==> config.mk <==
export PLATFORM = sky130hd
export DESIGN_NAME = knn_classifier_top
export DESIGN_NICKNAME = d
export VERILOG_FILES = /design/src/knn_pkg.sv /design/src/knn_mem_if.sv /design/src/kbest_ram_arbiter.sv /design/src/kbest_sorter.sv /design/src/knn_classifier_top.sv /design/src/majority_voter.sv
export SDC_FILE = /design/constraint.sdc
export NUM_CORES = 1
export LEC_CHECK = 0
export BUFFER_PORTS_ARGS = -buffer_cell sky130_fd_sc_hd__buf_4
export CORE_MARGIN = 3
export CORE_UTILIZATION = 50
export DETAILED_ROUTE_END_ITERATION = 8
export GPL_TIMING_DRIVEN = 0
export PLACE_DENSITY = 0.73
export SLEW_MARGIN = 20
export SYNTH_ARGS = -nofsm -noshare
export SYNTH_HDL_FRONTEND = slang
export SYNTH_SLANG_ARGS = --single-unit
==> constraint.sdc <==
create_clock -name clk -period 4.2 [get_ports clk]
set_input_delay 0.21 -clock clk [delete_from_list [all_inputs] [get_ports clk]]
set_output_delay 0.21 -clock clk [all_outputs]
set_load 0.03 [all_outputs]
==> src/knn_pkg.sv <==
// ========================================
// KNN classifier shared definitions
// Widths, data types and FSM state encodings
// ========================================
package knn_pkg;

    // ========================================
    // Widths
    // ========================================
    // One distance word
    localparam int DIST_W  = 16;
    // Sample index into the training set
    localparam int IDX_W   = 8;
    // Class label, up to 8 classes
    localparam int LABEL_W = 3;
    // Vote counter, enough for K up to 15
    localparam int VOTE_W  = 4;

    // ========================================
    // Data types
    // ========================================
    typedef logic [DIST_W-1:0]  dist_t;
    typedef logic [IDX_W-1:0]   sample_idx_t;
    typedef logic [LABEL_W-1:0] label_t;
    typedef logic [VOTE_W-1:0]  vote_t;

    // Sorter FSM
    typedef enum logic [2:0] {
        SORT_IDLE,
        SORT_ACCEPT,
        SORT_COMPARE,
        SORT_INSERT,
        SORT_WRITE_BACK
    } sort_state_e;

    // Voter FSM
    typedef enum logic [2:0] {
        VOTE_IDLE,
        VOTE_LOAD,
        VOTE_COUNT,
        VOTE_FIND_MAX,
        VOTE_RESULT
    } vote_state_e;

endpackage

==> src/knn_mem_if.sv <==
`timescale 1ns/1ps
// ========================================
// One requester port into the k-best RAM
// ========================================
interface knn_mem_if
    import knn_pkg::*;
#(
    parameter int K = 5
) ();

    // Slot address, at least one bit
    localparam int SLOT_W = (K > 1) ? $clog2(K) : 1;

    logic              req;
    logic              gnt;
    logic              we;
    logic [SLOT_W-1:0] addr;
    sample_idx_t       wdata;
    // Read data, one cycle after the granted read
    sample_idx_t       rdata;

    modport requester (output req, we, addr, wdata, input gnt, rdata);
    modport arbiter   (input req, we, addr, wdata, output gnt, rdata);

endinterface

==> src/kbest_ram_arbiter.sv <==
`timescale 1ns/1ps
// ========================================
// K-best index RAM with fixed-priority arbiter
// Voter port first, sorter port second
// ========================================
module kbest_ram_arbiter
    import knn_pkg::*;
#(
    parameter int K = 5
) (
    input  logic       clk,
    input  logic       rst_n,
    knn_mem_if.arbiter sort_port,
    knn_mem_if.arbiter vote_port
);

    // One neighbour index per slot
    sample_idx_t mem [K];

    // ========================================
    // Grants
    // ========================================
    // Voter always wins, sorter waits holding its request
    assign vote_port.gnt = vote_port.req;
    assign sort_port.gnt = sort_port.req && !vote_port.req;

    // Granted write lands at this edge
    always_ff @(posedge clk or negedge rst_n) begin
        if (!rst_n) begin
            for (int i = 0; i < K; i++) begin
                mem[i] <= '0;
            end
        end else if (vote_port.gnt && vote_port.we) begin
            mem[vote_port.addr] <= vote_port.wdata;
        end else if (sort_port.gnt && sort_port.we) begin
            mem[sort_port.addr] <= sort_port.wdata;
        end
    end

    // ========================================
    // Read ports
    // ========================================
    // Registered read data, valid the cycle after the grant
    always_ff @(posedge clk) begin
        if (vote_port.gnt && !vote_port.we) begin
            vote_port.rdata <= mem[vote_port.addr];
        end
        if (sort_port.gnt && !sort_port.we) begin
            sort_port.rdata <= mem[sort_port.addr];
        end
    end

endmodule

==> src/kbest_sorter.sv <==
`timescale 1ns/1ps
// ========================================
// K-best sorter
// Sorted insertion of streamed distances, then
// write-back of the K nearest indices to the RAM
// ========================================
module kbest_sorter
    import knn_pkg::*;
#(
    parameter int K           = 5,
    parameter int NUM_SAMPLES = 16
) (
    input  logic         clk,
    input  logic         rst_n,
    input  logic         start,
    input  logic         dist_valid,
    input  dist_t        dist_data,
    input  sample_idx_t  dist_index,
    output logic         dist_ready,
    output logic         sort_done,
    knn_mem_if.requester ram
);

    localparam int SLOT_W = (K > 1) ? $clog2(K) : 1;
    localparam int CNT_W  = $clog2(NUM_SAMPLES + 1);

    sort_state_e       state;
    sort_state_e       state_nxt;

    // Sorted buffer, slot 0 is the nearest
    dist_t             best_dist [K];
    sample_idx_t       best_idx  [K];

    // Sample under test
    dist_t             cur_dist;
    sample_idx_t       cur_idx;

    logic              hit;
    logic [SLOT_W-1:0] hit_pos;
    logic [SLOT_W-1:0] ins_pos;
    logic [CNT_W-1:0]  sample_cnt;
    logic [SLOT_W-1:0] wb_slot;
    // Start seen while still busy with the last query
    logic              start_pend;
    logic              go;
    logic              take;
    logic              last_sample;

    assign dist_ready  = (state == SORT_ACCEPT);
    assign take        = dist_valid && dist_ready;
    assign go          = start || start_pend;
    assign last_sample = (sample_cnt == CNT_W'(NUM_SAMPLES));

    // ========================================
    // Insertion slot search
    // ========================================
    // Lowest slot whose distance is strictly larger
    // Equal distance lands behind the older entry
    always_comb begin
        hit     = 1'b0;
        hit_pos = '0;
        for (int i = K - 1; i >= 0; i--) begin
            if (cur_dist < best_dist[i]) begin
                hit     = 1'b1;
                hit_pos = SLOT_W'(i);
            end
        end
    end

    // Next state
    always_comb begin
        state_nxt = state;
        case (state)
            SORT_IDLE:       if (go) state_nxt = SORT_ACCEPT;
            SORT_ACCEPT:     if (take) state_nxt = SORT_COMPARE;
            SORT_COMPARE: begin
                if (hit) begin
                    state_nxt = SORT_INSERT;
                end else if (last_sample) begin
                    state_nxt = SORT_WRITE_BACK;
                end else begin
                    state_nxt = SORT_ACCEPT;
                end
            end
            SORT_INSERT:     state_nxt = last_sample ? SORT_WRITE_BACK : SORT_ACCEPT;
            SORT_WRITE_BACK: begin
                // Last slot written, back to idle
                if (ram.gnt && wb_slot == SLOT_W'(K - 1)) state_nxt = SORT_IDLE;
            end
            default:         state_nxt = SORT_IDLE;
        endcase
    end

    // ========================================
    // Control registers
    // ========================================
    always_ff @(posedge clk or negedge rst_n) begin
        if (!rst_n) begin
            state      <= SORT_IDLE;
            sample_cnt <= '0;
            wb_slot    <= '0;
            start_pend <= 1'b0;
            sort_done  <= 1'b0;
        end else begin
            state     <= state_nxt;
            sort_done <= 1'b0;
            // Hold an early start until idle
            if (state == SORT_IDLE) begin
                start_pend <= 1'b0;
            end else if (start) begin
                start_pend <= 1'b1;
            end
            case (state)
                SORT_IDLE: begin
                    sample_cnt <= '0;
                    wb_slot    <= '0;
                end
                SORT_ACCEPT: begin
                    if (take) sample_cnt <= sample_cnt + 1'b1;
                end
                SORT_WRITE_BACK: begin
                    if (ram.gnt) begin
                        wb_slot <= wb_slot + 1'b1;
                        // One-cycle pulse after the final write lands
                        if (wb_slot == SLOT_W'(K - 1)) sort_done <= 1'b1;
                    end
                end
                default: ;
            endcase
        end
    end

    // ========================================
    // Sorted buffer
    // ========================================
    always_ff @(posedge clk) begin
        case (state)
            SORT_IDLE: begin
                // Fresh buffer for every query
                if (go) begin
                    for (int i = 0; i < K; i++) begin
                        best_dist[i] <= '1;
                        best_idx[i]  <= '0;
                    end
                end
            end
            SORT_ACCEPT: begin
                if (take) begin
                    cur_dist <= dist_data;
                    cur_idx  <= dist_index;
                end
            end
            SORT_COMPARE: ins_pos <= hit_pos;
            SORT_INSERT: begin
                // Shift the farther entries down by one
                for (int i = 1; i < K; i++) begin
                    if (i > int'(ins_pos)) begin
                        best_dist[i] <= best_dist[i-1];
                        best_idx[i]  <= best_idx[i-1];
                    end
                end
                best_dist[ins_pos] <= cur_dist;
                best_idx[ins_pos]  <= cur_idx;
            end
            default: ;
        endcase
    end

    // Write-back, nearest first, held until granted
    assign ram.req   = (state == SORT_WRITE_BACK);
    assign ram.we    = 1'b1;
    assign ram.addr  = wb_slot;
    assign ram.wdata = best_idx[wb_slot];

endmodule

==> src/knn_classifier_top.sv <==
`timescale 1ns/1ps
// ========================================
// KNN classifier back end, top level
// Sorter and voter sharing the k-best RAM
// ========================================
module knn_classifier_top
    import knn_pkg::*;
#(
    parameter int K           = 5,
    parameter int NUM_SAMPLES = 16,
    parameter int NUM_CLASSES = 8
) (
    input  logic        clk,
    input  logic        rst_n,
    input  logic        start,
    // Distance stream
    input  logic        dist_valid,
    input  dist_t       dist_data,
    input  sample_idx_t dist_index,
    output logic        dist_ready,
    // External label table, one-cycle read
    output logic        label_ren,
    output sample_idx_t label_raddr,
    input  label_t      label_rdata,
    // Classification result
    output logic        result_valid,
    output label_t      result_label,
    output vote_t       result_count
);

    // Sorter to voter handoff
    logic sort_done;

    // RAM ports of the two peers
    knn_mem_if #(.K(K)) sort_port ();
    knn_mem_if #(.K(K)) vote_port ();

    kbest_sorter #(
        .K           (K),
        .NUM_SAMPLES (NUM_SAMPLES)
    ) u_sorter (
        .clk        (clk),
        .rst_n      (rst_n),
        .start      (start),
        .dist_valid (dist_valid),
        .dist_data  (dist_data),
        .dist_index (dist_index),
        .dist_ready (dist_ready),
        .sort_done  (sort_done),
        .ram        (sort_port)
    );

    majority_voter #(
        .K           (K),
        .NUM_CLASSES (NUM_CLASSES)
    ) u_voter (
        .clk          (clk),
        .rst_n        (rst_n),
        .sort_done    (sort_done),
        .label_rdata  (label_rdata),
        .label_ren    (label_ren),
        .label_raddr  (label_raddr),
        .result_valid (result_valid),
        .result_label (result_label),
        .result_count (result_count),
        .ram          (vote_port)
    );

    kbest_ram_arbiter #(
        .K (K)
    ) u_arbiter (
        .clk       (clk),
        .rst_n     (rst_n),
        .sort_port (sort_port),
        .vote_port (vote_port)
    );

endmodule

==> src/majority_voter.sv <==
`timescale 1ns/1ps
// ========================================
// Majority voter
// Fetches the labels of the K neighbours and
// returns the most frequent class and its count
// ========================================
module majority_voter
    import knn_pkg::*;
#(
    parameter int K           = 5,
    parameter int NUM_CLASSES = 8
) (
    input  logic         clk,
    input  logic         rst_n,
    input  logic         sort_done,
    input  label_t       label_rdata,
    output logic         label_ren,
    output sample_idx_t  label_raddr,
    output logic         result_valid,
    output label_t       result_label,
    output vote_t        result_count,
    knn_mem_if.requester ram
);

    localparam int SLOT_W = (K > 1) ? $clog2(K) : 1;
    localparam int STEP_W = $clog2(K + 1);

    vote_state_e       state;
    vote_state_e       state_nxt;

    // Slot counter in LOAD, label pointer in COUNT
    logic [STEP_W-1:0] step;

    // Label fetch pipeline
    logic              lab_pend;
    logic [SLOT_W-1:0] lab_wr;
    label_t            lbuf [K];

    vote_t             votes [NUM_CLASSES];
    label_t            cls;
    vote_t             max_votes;
    label_t            win_label;

    // Next state
    always_comb begin
        state_nxt = state;
        case (state)
            VOTE_IDLE:     if (sort_done) state_nxt = VOTE_LOAD;
            // K reads plus one trailing label fetch
            VOTE_LOAD:     if (step == STEP_W'(K)) state_nxt = VOTE_COUNT;
            VOTE_COUNT:    if (step == STEP_W'(K - 1)) state_nxt = VOTE_FIND_MAX;
            VOTE_FIND_MAX: if (cls == LABEL_W'(NUM_CLASSES - 1)) state_nxt = VOTE_RESULT;
            VOTE_RESULT:   state_nxt = VOTE_IDLE;
            default:       state_nxt = VOTE_IDLE;
        endcase
    end

    // ========================================
    // Control registers
    // ========================================
    always_ff @(posedge clk or negedge rst_n) begin
        if (!rst_n) begin
            state     <= VOTE_IDLE;
            step      <= '0;
            lab_pend  <= 1'b0;
            lab_wr    <= '0;
            cls       <= '0;
            max_votes <= '0;
            win_label <= '0;
        end else begin
            state    <= state_nxt;
            // Label answer lands one cycle after the request
            lab_pend <= label_ren;
            if (lab_pend) lab_wr <= lab_wr + 1'b1;
            case (state)
                VOTE_IDLE: begin
                    step   <= '0;
                    lab_wr <= '0;
                end
                VOTE_LOAD: begin
                    step <= (step == STEP_W'(K)) ? '0 : step + 1'b1;
                end
                VOTE_COUNT: begin
                    step <= step + 1'b1;
                    if (step == STEP_W'(K - 1)) begin
                        cls       <= '0;
                        max_votes <= '0;
                        win_label <= '0;
                    end
                end
                VOTE_FIND_MAX: begin
                    cls <= cls + 1'b1;
                    // Strict compare, lowest class keeps a tie
                    if (votes[cls] > max_votes) begin
                        max_votes <= votes[cls];
                        win_label <= cls;
                    end
                end
                default: ;
            endcase
        end
    end

    // ========================================
    // Label buffer and vote counters
    // ========================================
    always_ff @(posedge clk) begin
        if (state == VOTE_IDLE && sort_done) begin
            for (int c = 0; c < NUM_CLASSES; c++) begin
                votes[c] <= '0;
            end
        end
        if (lab_pend) lbuf[lab_wr] <= label_rdata;
        // Last label arrives in the first COUNT cycle, read later
        if (state == VOTE_COUNT) begin
            votes[lbuf[step]] <= votes[lbuf[step]] + 1'b1;
        end
    end

    // RAM read of slot i while the label of slot i-1 is fetched
    assign ram.req   = (state == VOTE_LOAD) && (step < STEP_W'(K));
    assign ram.we    = 1'b0;
    assign ram.addr  = SLOT_W'(step);
    assign ram.wdata = '0;

    assign label_ren   = (state == VOTE_LOAD) && (step != '0);
    assign label_raddr = ram.rdata;

    assign result_valid = (state == VOTE_RESULT);
    assign result_label = win_label;
    assign result_count = max_votes;

endmodule

# Word-level counts from Yosys, hierarchy flattened
# Memories as Yosys holds them, arrays and structs flattened.
# Cells that the tools add are included.
word_totals:
  register_bits: 108
  ramBits: 167
  inputBits: 31
  output_inout_bits: 18
  elab_cells: 195
  mem_count: 4
mem_list:
  columns: ["name", "words", "width", "read_ports", "rd_clocked_by_memory_dff", "write_ports", "line_no", "source"]
  rows:
  - ["u_sorter.best_dist", 5, 16, 5, 0, 5, "kbest_sorter.sv:31", "dist_t best_dist [K];"]
  - ["u_sorter.best_idx", 5, 8, 5, 0, 5, "kbest_sorter.sv:32", "sample_idx_t best_idx [K];"]
  - ["u_voter.votes", 8, 4, 2, 0, 8, "majority_voter.sv:39", "vote_t votes [NUM_CLASSES];"]
  - ["u_voter.lbuf", 5, 3, 1, 0, 1, "majority_voter.sv:37", "label_t lbuf [K];"]
classes:
  add_sub_neg: 6
  n_lt_le_gt_ge: 14
  n_eq_ne: 22
  muxes: 86
  n_bitwise: 10
  reduce_logical: 30
op_table:
  columns: ["operator", "count"]
  rows:
  - ["16-bit < comparator", 5]
  - ["16-bit two-way mux", 5]
  - ["8-bit two-way mux", 8]
  - ["3-bit two-way mux", 19]
  - ["40-bit bitwise mux", 1]
  - ["1-bit two-way mux", 37]
  - ["8-bit binary-select mux with 3-bit select", 1]
  - ["8-bit demux with 3-bit select", 1]
  - ["3-bit equality test (second input constant)", 6]
  - ["3-bit one-hot mux with 2 select lines", 3]
  - ["16-bit OR reduction", 1]
  - ["3-bit one-hot mux with 5 select lines", 1]
  - ["3-bit by 1-bit adder with 3-bit output (second input constant)", 4]
  - ["3-bit by 2-bit equality test with 1-bit output (second input constant)", 4]
  - ["4-bit two-way mux", 3]
  - ["3-bit one-hot mux with 4 select lines", 1]
  - ["2-bit by 1-bit inequality test with 1-bit output (second input constant)", 5]
  - ["5-bit one-hot mux with 2 select lines", 1]
  - ["2-bit nonzero test", 5]
  - ["3-bit one-hot mux with 3 select lines", 1]
  - ["4-bit >= comparator (second input constant)", 2]
  - ["2-bit inequality test (second input constant)", 4]
  - ["3-bit NOT with 4-bit output", 2]
  - ["1-bit bitwise OR", 8]
  - ["other kinds (24)", 40]

# Depth between registers and ports, before layout
# Gate-level depths: netlist of run 1.
# An unclocked memory read counts as a cell.
logic_depth:
  ltp_word: 9
  depth_mapped: 12
  mapped_depth_nobuf: 10

# Modules after synthesis
# A second synthesis of run 1 with hierarchy kept.
hier_totals:
  cells_unflattened: 1493
  area_unflattened_um2: 16881.2
modules_own_cells:
  columns: ["mod", "n_inst", "cells_per_inst", "area_each_um2"]
  rows:
  - ["kbest_sorter", 1, 845, 9786.9]
  - ["majority_voter", 1, 330, 3712.3]
  - ["kbest_ram_arbiter", 1, 318, 3382.0]

# Worst setup path before layout of run 1
# No wires, ideal clock.
synth_timing:
  path_kind: "register to register"
  startpoint: "register u_sorter.state[1]"
  endpoint: "memory u_sorter.best_dist[2][0] in the netlist's numbering, enable pin"
  setup_ns: 0.438
  arrival_time_ns: 3.081
  required_ns: 3.762
  path_slack_ns: 0.681
  path_stages_with_launch: 7
  path_buffers: 2
  synth_period_minus_slack_ns: 3.519
  cell_sequence: "dfrtp_1 -> nor2b_1 -> nand2_1 -> or2_2 -> clkbuf_1 -> clkbuf_1 -> o21ai_0"
synth_rtl:
  columns: ["element", "line_no", "source"]
  rows:
  - ["start: declaration", "kbest_sorter.sv:27", "sort_state_e state;"]
  - ["start signal: assignment", "kbest_sorter.sv:105", "state <= state_nxt;"]
  - ["end: declaration", "kbest_sorter.sv:31", null]

==> results.ini, run 1 <==
[die]
start_util_pct=51.0
core_region_area_um2=29700
dieArea_um2=32400
pin_count=49
die_width_um=180
die_h_um=180
fp-row-count=63

[clocking]
postCtsHoldBufs=30
clkTransAtPathRegs_ps=60
cts_htree_levels=1
cts_tree=yes
ctsResizeCount=0
clk_path_buf_depth=3
numCtsBuffers=31
cts_root_buf=clkbuf_16
clkLatencyLatePin_ps=560
cts.sinks=299
post_cts_buffers=0

[place]
dp_cells=1785
dp_hpwl_um=23400
post-place-ws_ps=564
portBuffers=48
place_congestion=0.865

[synthesis]
synthDistinctLibCells=58
syn_area_um2=15200
syn_avg_cell_area_um2=11.3
synth_edf_count=226
synth_cells=1346
yosysSeqAreaShare_pct=56.8
ys_warn_count=0
synth_ff_type=edfxtp_1
ys_ff_latch=299
synth_nets=1467
ys_async_sr_fraction_pct=24.4

[global_routing]
met2_usage_pct=35.3
use_met1_pct=25.1
grt_use_total_pct=19.7
globalRoute.busiestLayer=met2
antenna_found_initial=0
grt_pass1_vias=10614
gr-total-overflow=0
grt_max_degree=74
grt_pass1_wl_um=52900
grt_util_met3_pct=2.75

[routing]
vias=10608
post_drt_wl_per_cell_um=17.3
routed_wirelength_um=32500
drc_errors=0
first_pass_iters=5
drt_iter0_drc=994
ant_nets=0
avgViaCountPerCell=5.66

[power]
power.leakage_nw=7.05
powerDensity_nw_per_um2=471
ir_worst_vdd_uv=400

[worst_setup_path]
start_kind=flop
crit_path_end=u_voter.votes[6][2]
required_ps=4460
cp_max_fo=10
crit_start=u_voter.ram.addr[0]
crit_type=flop to flop
worst_r2r_path_depth=11
r2r-start=u_voter.ram.addr[0]
endpoint_kind=flop
arrival_ps=3930
timing.rr.end=u_voter.votes[6][2]
reg2reg_setup_slack_ps=540

[layout]
seqCellArea_um2=8610
nNetsFinal=1579
final_layout_size_suffix_gt1_share_pct=10.5
fin_cells=1873
syn_to_final_growth_pct=14.7
fillCellCount=2323
multi_input_area_um2=5930
utilization_pct=58.5
antenna_cells=0

[sta]
fin_tns_setup_ps=0
period_needed_ps=3660
clock_skew_ps=20.7
holdWs_ps=316
max_freq_mhz=273
setup_viol=0
tightestPinTransition_ps=1100
relSlewSlack_pct=26.4
finalCritPeriodShare_pct=87.2
maxSlewViolCount=0
worst_slack_ps=536
rsz0062_at_grt=no
hold_viol=0

[flow_run]
cap_violations=0

[hold_path]
hold_path.class=primary input to asynchronous set/reset pin

[run_status]
status=finished clean

==> cell families (layout without fill, tap and decap cells) <==
kind of cell	count (synthesis)	after routing	synth area share [%]
compound gates	265	265	10.9
simple gates	449	449	13.2
flops	299	299	56.8
mux	64	64	6.70
xor+xnor	8	8	0.512
fa+ha+maj	90	90	7.43
buf+inv	171	308	4.40
==> cell usage in the layout, fill, tap and decap left out, types with 5 or more instances in the layout <==
master and n:
o211ai_1 33, buf_4 49, o21ai_0 52, nor3b_1 6
ha_1 90, buf_1 11, a22o_1 10, nor2_1 137
mux2_2 6, clkbuf_16 32, nor2b_1 13, clkbuf_1 55
nand2b_1 9, a21o_1 23, mux4_2 26, xor2_1 6
nor3_1 11, dfrtp_1 73, or2_2 5, a211oi_1 6
a221oi_1 7, and2_1 14, inv_1 105, nand2_1 182
a31oi_1 18, and3_1 6, clkinv_2 7, mux2i_1 29
edfxtp_1 226, a21oi_1 88, dlygate4sd3_1 30, nand3_1 34
nand4_1 13
==> Yosys cell counts (10+ instances only) <==
cell type  number  share of area [%]
ha_1           90                7.4
edfxtp_1      226                 45
mux2i_1        29                1.9
nand2_1       183                4.5
o21ai_0        55                1.8
clkbuf_1       49                1.2
buf_1          11               0.27
a22o_1         10               0.58
nand2b_1       10               0.41
nor3_1         13               0.43
a31oi_1        18               0.74
nand3_1        35                1.2
dfrtp_1        73                 12
inv_1         106                2.6
a21oi_1        88                2.9
mux4_2         26                3.9
and2_1         14               0.58
nor2_1        137                3.4
nand4_1        13               0.54
a21o_1         23                1.1
o211ai_1       33                1.6
nor2b_1        13               0.54
==> stage by stage <==
stage / total power [mW] / area (µm²)
6_report: 8.19 / 17400
5_1_grt: 8.56 / 17400
4_1_cts: 8.23 / 17400
3_5_place_dp: 5.52 / 16100
3_3_place_gp: 5.43 / 16000
2_1_floorplan: 4.96 / 15200
==> routing by layer <==
metal  share of wire (%)  vias up  wire length (µm)
li1                    -     5078                 -
met1                  41     5088             13300
met2                  51      373             16400
met3                 6.1       69              2000
met4                 2.5        0               796
met5                   0        -                 0
==> worst max-delay path, stage by stage (launching register included) <==
cell and delay [ps]:
dfrtp_1 400, buf_6 150, mux4_1 610, mux2i_4 290, buf_6 200, mux2i_1 190, nor2_1 50, nor3_1 400
nor2_1 100, ha_1 200, xor2_1 650, nor2_1 110
==> cell type report <==
| class | instances | area share [%] |
|---|---|---|
| clock inverter | 16 | 0.778 |
| clock buffer | 42 | 5.05 |
| timing repair buffer | 79 | 3.85 |
| buffer | 65 | 1.55 |
| multi-input combinational | 876 | 34.1 |
| sequential | 299 | 49.6 |
| tap | 390 | 2.81 |
| inverter | 106 | 2.29 |
==> report_power, final <==
group | switching, mW | internal (mW) | leakage, nW
sequential | 0.263 | 3.75 | 2.85
combinational | 1.01 | 0.461 | 3.71
clock | 1.12 | 1.58 | 0.501
==> sequential cells by signal, summed over array words and instances, names as in the netlist, 4 cells and up <==
signal and cells:
u_arbiter.mem 40, u_arbiter.vote_port.rdata 8, u_sorter.best_dist 80, u_sorter.best_idx 64
u_sorter.cur_dist 16, u_sorter.cur_idx 8, u_sorter.sample_cnt 5, u_voter.lbuf 15
u_voter.result_count 4, u_voter.votes 32
==> worst min path at each step <==
stage                                          to  slack, ps  cells past startpoint
after global placement        u_sorter.cur_idx[4]        390                      1
after CTS                    u_sorter.cur_dist[2]        340                      2
final                     u_voter.result_count[1]        320                      2
after floorplan                  u_arbiter.mem[0]        -90                      0
after global routing         u_sorter.cur_dist[0]        350                      2
after detailed placement  u_voter.result_count[1]        390                      1
Note: power is estimated with default switching activity, not from simulation.
==> inputs of run 2 (changes only) <==
Settings changed: CELL_PAD_IN_SITES_DETAIL_PLACEMENT from default to 0, CELL_PAD_IN_SITES_GLOBAL_PLACEMENT from default to 1, CORE_MARGIN 3 to 1.5, PLACE_DENSITY 0.73 to 0.86, RECOVER_POWER from default to 50.
==> results.ini, run 2 (synthesis gave the netlist of run 1 again) <==
[layout]
antenna_cells=0  ; unchanged
nNetsFinal=1582  ; +0.19%
syn_to_final_growth_pct=14.3
final_cell_mix=226 x edfxtp_1, 183 x nand2_1, 137 x nor2_1
largest_register_ffs=80  ; unchanged
largest-register=u_sorter.best_dist
reg_top3=u_sorter.best_dist x80, u_sorter.best_idx x64, u_arbiter.mem x40
fin_cells=1874  ; +0.053%
final_layout_size_suffix_gt1_share_pct=8.42  ; -2.0 points
final_common_cell=edfxtp_1

[worst_setup_path]
path_common_cell=mux2i_1
required_ps=4420  ; -40 ps
cp_max_fo=10  ; unchanged
crit_type=flop to flop
endpoint_kind=flop
cp_cell_sequence=buf_6 -> mux4_2 -> mux2i_1 -> clkbuf_1 -> mux2i_1 -> a22o_4 -> nor2_8 -> ha_1 -> xor2_1 -> nor2_1
cp_slowest_cell=xor2_1
start_kind=flop
slowest_delay_ps=570  ; -80 ps
arrival_ps=3920  ; about the same

[global_routing]
gr-total-overflow=0  ; unchanged
grt_pass1_wl_um=51300  ; -2.9%
grt_use_total_pct=20.6  ; +0.83 points
grt_pass1_vias=10311  ; -2.9%
antenna_found_initial=0  ; unchanged
grt_max_degree=74  ; unchanged

[sta]
setup_viol=0  ; unchanged
hold_viol=0  ; unchanged
worst_slack_ps=506  ; -29.8 ps
period_needed_ps=3690  ; +29.8 ps
clock_skew_ps=12.8  ; -7.91 ps
relSlewSlack_pct=-21.9  ; -48 points
rsz0062_at_grt=no
max_freq_mhz=271  ; -0.81%
fin_tns_setup_ps=0  ; unchanged
maxSlewViolCount=74  ; +74
tightestPinTransition_ps=1830  ; +724 ps
finalCritPeriodShare_pct=87.9  ; +0.71 points

[place]
post-place-ws_ps=584  ; +19.6 ps
place_congestion=0.799  ; -7.6%
dp_cells=1786  ; +0.056%
portBuffers=48  ; unchanged
dp_hpwl_um=23000  ; -1.8%

[die]
start_util_pct=51.0  ; unchanged
pin_count=49  ; unchanged
dieArea_um2=31400  ; -3.3%
fp-row-count=63  ; unchanged
die_h_um=177  ; -1.7%
die_width_um=177  ; -1.7%
core_region_area_um2=29700  ; unchanged

[clocking]
clkLatencyLatePin_ps=510  ; -50 ps
clkTransAtPathRegs_ps=60  ; about the same
cts.sinks=299  ; unchanged
cts_htree_levels=2  ; +1
cts_root_buf=clkbuf_16
post_cts_buffers=0  ; unchanged
cts_tree=yes
numCtsBuffers=34  ; +9.7%
clk_path_buf_depth=3  ; unchanged

[power]
powerDensity_nw_per_um2=478  ; +1.5%
ir_worst_vdd_uv=425  ; +6.3%
power.leakage_nw=6.98  ; -0.97%
p_total_mw=8.28  ; +1.1%

[routing]
first_pass_iters=5  ; unchanged
routed_wirelength_um=30800  ; -5.1%
drt_iter0_drc=724  ; -27%
vias=10254  ; -3.3%
post_drt_wl_per_cell_um=16.4  ; -5.2%
ant_nets=0  ; unchanged
drc_errors=0  ; unchanged
avgViaCountPerCell=5.47  ; -3.4%

[run_status]
status=complete, but fails checks
failed_checks=capacitance limit, slew limit

[hold_path]
hold_path.class=primary input to flop

[flow_run]
cap_violations=1  ; +1

-- run 2: changes by cell type in the layout (fill, tap and decap cells not counted), moves of 3 or more --
| cell | previous run | this run |
|---|---|---|
| and2_0 | 0 | 5 |
| and2_1 | 14 | 9 |
| buf_4 | 49 | 3 |
| clkbuf_1 | 55 | 81 |
| clkbuf_16 | 32 | 37 |
| clkbuf_4 | 0 | 24 |
| clkinv_2 | 7 | 4 |
-- run 2: per-stage QoR --
stage                     hold WS [ps]  utilization (%)  area, µm²
after floorplan                  -85.6                -      15200
after global placement             388             53.8      16000
after detailed placement           389             54.0      16100
after CTS                         15.2             58.6      17400
after global routing              21.6             58.3      17300
final                             7.57             58.3      17300
-- run 2: repair_timing --
action                    in CTS  in global routing
hold buffers                  29                  0
hold endpoints to repair     113                  0
gates resized for setup        0                  0
-- run 2: final timing paths --
check                           depth (start not counted)                 from  slack, ps                 endpoint
worst min-delay path                                    3           dist_valid          8        u_sorter.state[1]
max in group asynchronous                               2                rst_n       2380        u_arbiter.mem[14]
worst max-delay path                                   10  u_voter.ram.addr[0]        510      u_voter.votes[6][2]
worst max register to register                         10  u_voter.ram.addr[0]        510      u_voter.votes[6][2]
worst min register to register                          2    u_arbiter.mem[13]        480        u_arbiter.mem[13]
min in group asynchronous                               2                rst_n        730  u_voter.result_count[1]
-- run 2: area by class of cell --
cell class / instances / area [µm²]
clock buffers: 48 / 997
flip-flops and latches: 299 / 8610
inverters: 106 / 398
well taps: 390 / 488
multi-input cells: 876 / 5880
repair buffers: 79 / 603
plain buffers: 65 / 260
fillers: 2438 / 12400
clock inverters: 11 / 72.6
-- run 2: layer usage --
metal	GRT usage, %	part of all wire (%)
met5	0	0
met4	6.53	2.5
met3	3.01	5.1
met2	35.2	48
met1	26.9	44
-- run 2: worst max-delay path: cells and delay by family (launching register included) --
family / cells / cell delay, ps
adders and majority gates: 1 / 190
and+or+nand+nor: 2 / 260
buffers and inverters: 2 / 640
AOI/OAI and AO/OA: 1 / 270
DFF: 1 / 390
xor gates and xnor gates: 1 / 570
muxes: 3 / 1080
-- run 2: power breakdown --
group / internal, mW / switching, mW / leakage (nW)
clock network: 1.71 / 1.13 / 0.526
logic: 0.467 / 0.962 / 3.61
registers: 3.75 / 0.268 / 2.85
==> inputs of run 3 (changes only) <==
==> constraint.sdc (replaced) <==
create_clock -name clk -period 4.2 [get_ports clk]
set_input_delay 0.63 -clock clk [delete_from_list [all_inputs] [get_ports clk]]
set_output_delay 0.63 -clock clk [all_outputs]
set_load 0.03 [all_outputs]
==> results.ini, run 3 (synthesis gave the netlist of run 1 again) <==
[run_status]
status=complete, but fails checks
failed_checks=capacitance limit, slew limit

[place]
post-place-ws_ps=584  ; unchanged
place_congestion=0.799  ; unchanged
place_area_um2=16100  ; unchanged
portBuffers=48  ; unchanged
dp_hpwl_um=23000  ; unchanged

[sta]
period_needed_ps=3680  ; -14.6 ps
clock_skew_ps=12.4  ; -0.404 ps
maxSlewViolCount=74  ; unchanged
hold_viol=0  ; unchanged
setup_viol=0  ; unchanged
max_freq_mhz=272  ; +0.40%
worst_slack_ps=521  ; +14.6 ps
relSlewSlack_pct=-22.2  ; -0.31 points
tightestPinTransition_ps=1830  ; +4.65 ps
rsz0062_at_grt=no
finalCritPeriodShare_pct=87.6  ; -0.35 points

[worst_setup_path]
reg2reg_setup_slack_ps=520  ; about the same
cp_max_fo=10  ; unchanged
r2r-start=u_voter.ram.addr[0]
required_ps=4420  ; about the same
crit_type=flop to flop
endpoint_kind=flop
timing.rr.end=u_voter.votes[6][2]
arrival_ps=3900  ; -20 ps
worst_r2r_path_depth=10  ; unchanged
start_kind=flop

[routing]
routed_wirelength_um=30700  ; -0.29%
post_drt_wl_per_cell_um=16.6  ; +1.3%
first_pass_iters=5  ; unchanged
drc_errors=0  ; unchanged
vias=10108  ; -1.4%
avgViaCountPerCell=5.48  ; +0.13%
drt_iter0_drc=710  ; -1.9%
ant_nets=0  ; unchanged

[clocking]
postCtsHoldBufs=0  ; -100%
clk_path_buf_depth=3  ; unchanged
clkLatencyLatePin_ps=510  ; about the same
cts.sinks=299  ; unchanged
post_cts_buffers=0  ; unchanged
clkTransAtPathRegs_ps=60  ; about the same
ctsResizeCount=0  ; unchanged
numCtsBuffers=34  ; unchanged
cts_root_buf=clkbuf_16
cts_htree_levels=2  ; unchanged
cts_tree=yes

[layout]
largest_register_ffs=80  ; unchanged
antenna_cells=0  ; unchanged
syn_to_final_growth_pct=12.4
final_layout_size_suffix_gt1_share_pct=8.66  ; +0.24 points
largest-register=u_sorter.best_dist
reg_top3=u_sorter.best_dist x80, u_sorter.best_idx x64, u_arbiter.mem x40
nNetsFinal=1553  ; -1.8%
fillCellCount=2455  ; +0.70%
final_cell_mix=226 x edfxtp_1, 183 x nand2_1, 137 x nor2_1
final_cell_area_um2=17000  ; -1.7%
final_common_cell=edfxtp_1

[power]
powerDensity_nw_per_um2=486  ; +1.5%
ir_worst_vdd_uv=427  ; +0.39%
power.leakage_nw=6.87  ; -1.7%

[die]
die_width_um=177  ; unchanged
start_util_pct=51.0  ; unchanged
core_region_area_um2=29700  ; unchanged
fp-row-count=63  ; unchanged
dieArea_um2=31400  ; unchanged
die_h_um=177  ; unchanged
pin_count=49  ; unchanged

[hold_path]
worstHoldStart=dist_data[12]
whs_endpoint=u_sorter.cur_dist[12]
holdPathStages=1  ; -2
hold_path.class=primary input to flop

[global_routing]
grt_pass1_vias=10109  ; -2.0%
antenna_found_initial=0  ; unchanged
grt_pass1_wl_um=50800  ; -1.1%
grt_use_total_pct=20.4  ; -0.18 points
gr-total-overflow=0  ; unchanged
grt_max_degree=74  ; unchanged

[flow_run]
cap_violations=1  ; unchanged

run 3: changes by cell type in the layout (fill, tap and decap cells not counted), sizes merged:
cell / before / now
clkbuf: 146 / 145
buf: 17 / 18
dlygate4sd3: 29 / 0
run 3: final cells by class:
| class | count | area (µm²) | area share [%] |
|---|---|---|---|
| flip-flops and latches | 299 | 8610 | 50.6 |
| multi-input cells | 876 | 5880 | 34.5 |
| plain buffers | 65 | 260 | 1.53 |
| inverters | 106 | 398 | 2.34 |
| clock inverters | 11 | 72.6 | 0.426 |
| clock buffers | 48 | 997 | 5.86 |
| repair buffers | 50 | 317 | 1.86 |
| well taps | 390 | 488 | 2.87 |
run 3: layer usage:
layer,track usage [%],vias up,wire length (µm)
met5,0,-,0
met4,6.53,0,757
met3,2.99,51,1480
met2,34.7,248,14700
met1,26.8,4792,13800
li1,-,5017,-
run 3: worst max-delay path, cell delays in order (launching register included):
cell	delay, ps
dfrtp_1	390
buf_6	140
mux4_2	480
mux2i_1	430
clkbuf_1	490
mux2i_1	170
a22o_4	270
nor2_8	180
ha_1	190
xor2_1	560
nor2_1	90
run 3: report_power, final:
| part | switching (mW) | total (mW) | internal (mW) |
|---|---|---|---|
| registers | 0.267 | 4.02 | 3.75 |
| clock network | 1.13 | 2.84 | 1.71 |
| logic | 0.958 | 1.41 | 0.454 |
| total | 2.35 | 8.27 | 5.91 |
run 3: worst max-delay path by stage:
stage                        startpoint                       end  cells past startpoint
detailed placement       u_voter.cls[0]   u_voter.result_label[1]                     12
floorplan             u_sorter.state[1]  u_sorter.best_dist[2][0]                      6
global placement      u_sorter.state[1]  u_sorter.best_dist[2][9]                      6
CTS                      u_voter.cls[0]   u_voter.result_label[2]                     12
finish              u_voter.ram.addr[0]       u_voter.votes[6][2]                     10
global route        u_voter.ram.addr[0]       u_voter.votes[1][2]                     10
run 3: stage by stage:
stage	instances	utilization (%)	hold WS [ps]	TNS, ps	total power [mW]
3_3_place_gp	1784	53.8	461	-9080	5.41
5_1_grt	1845	57.3	297	0	8.68
6_report	1845	57.3	315	0	8.27
2_1_floorplan	1346	-	334	0	4.96
3_5_place_dp	1786	54.0	470	0	5.50
4_1_cts	1845	57.6	275	0	8.34
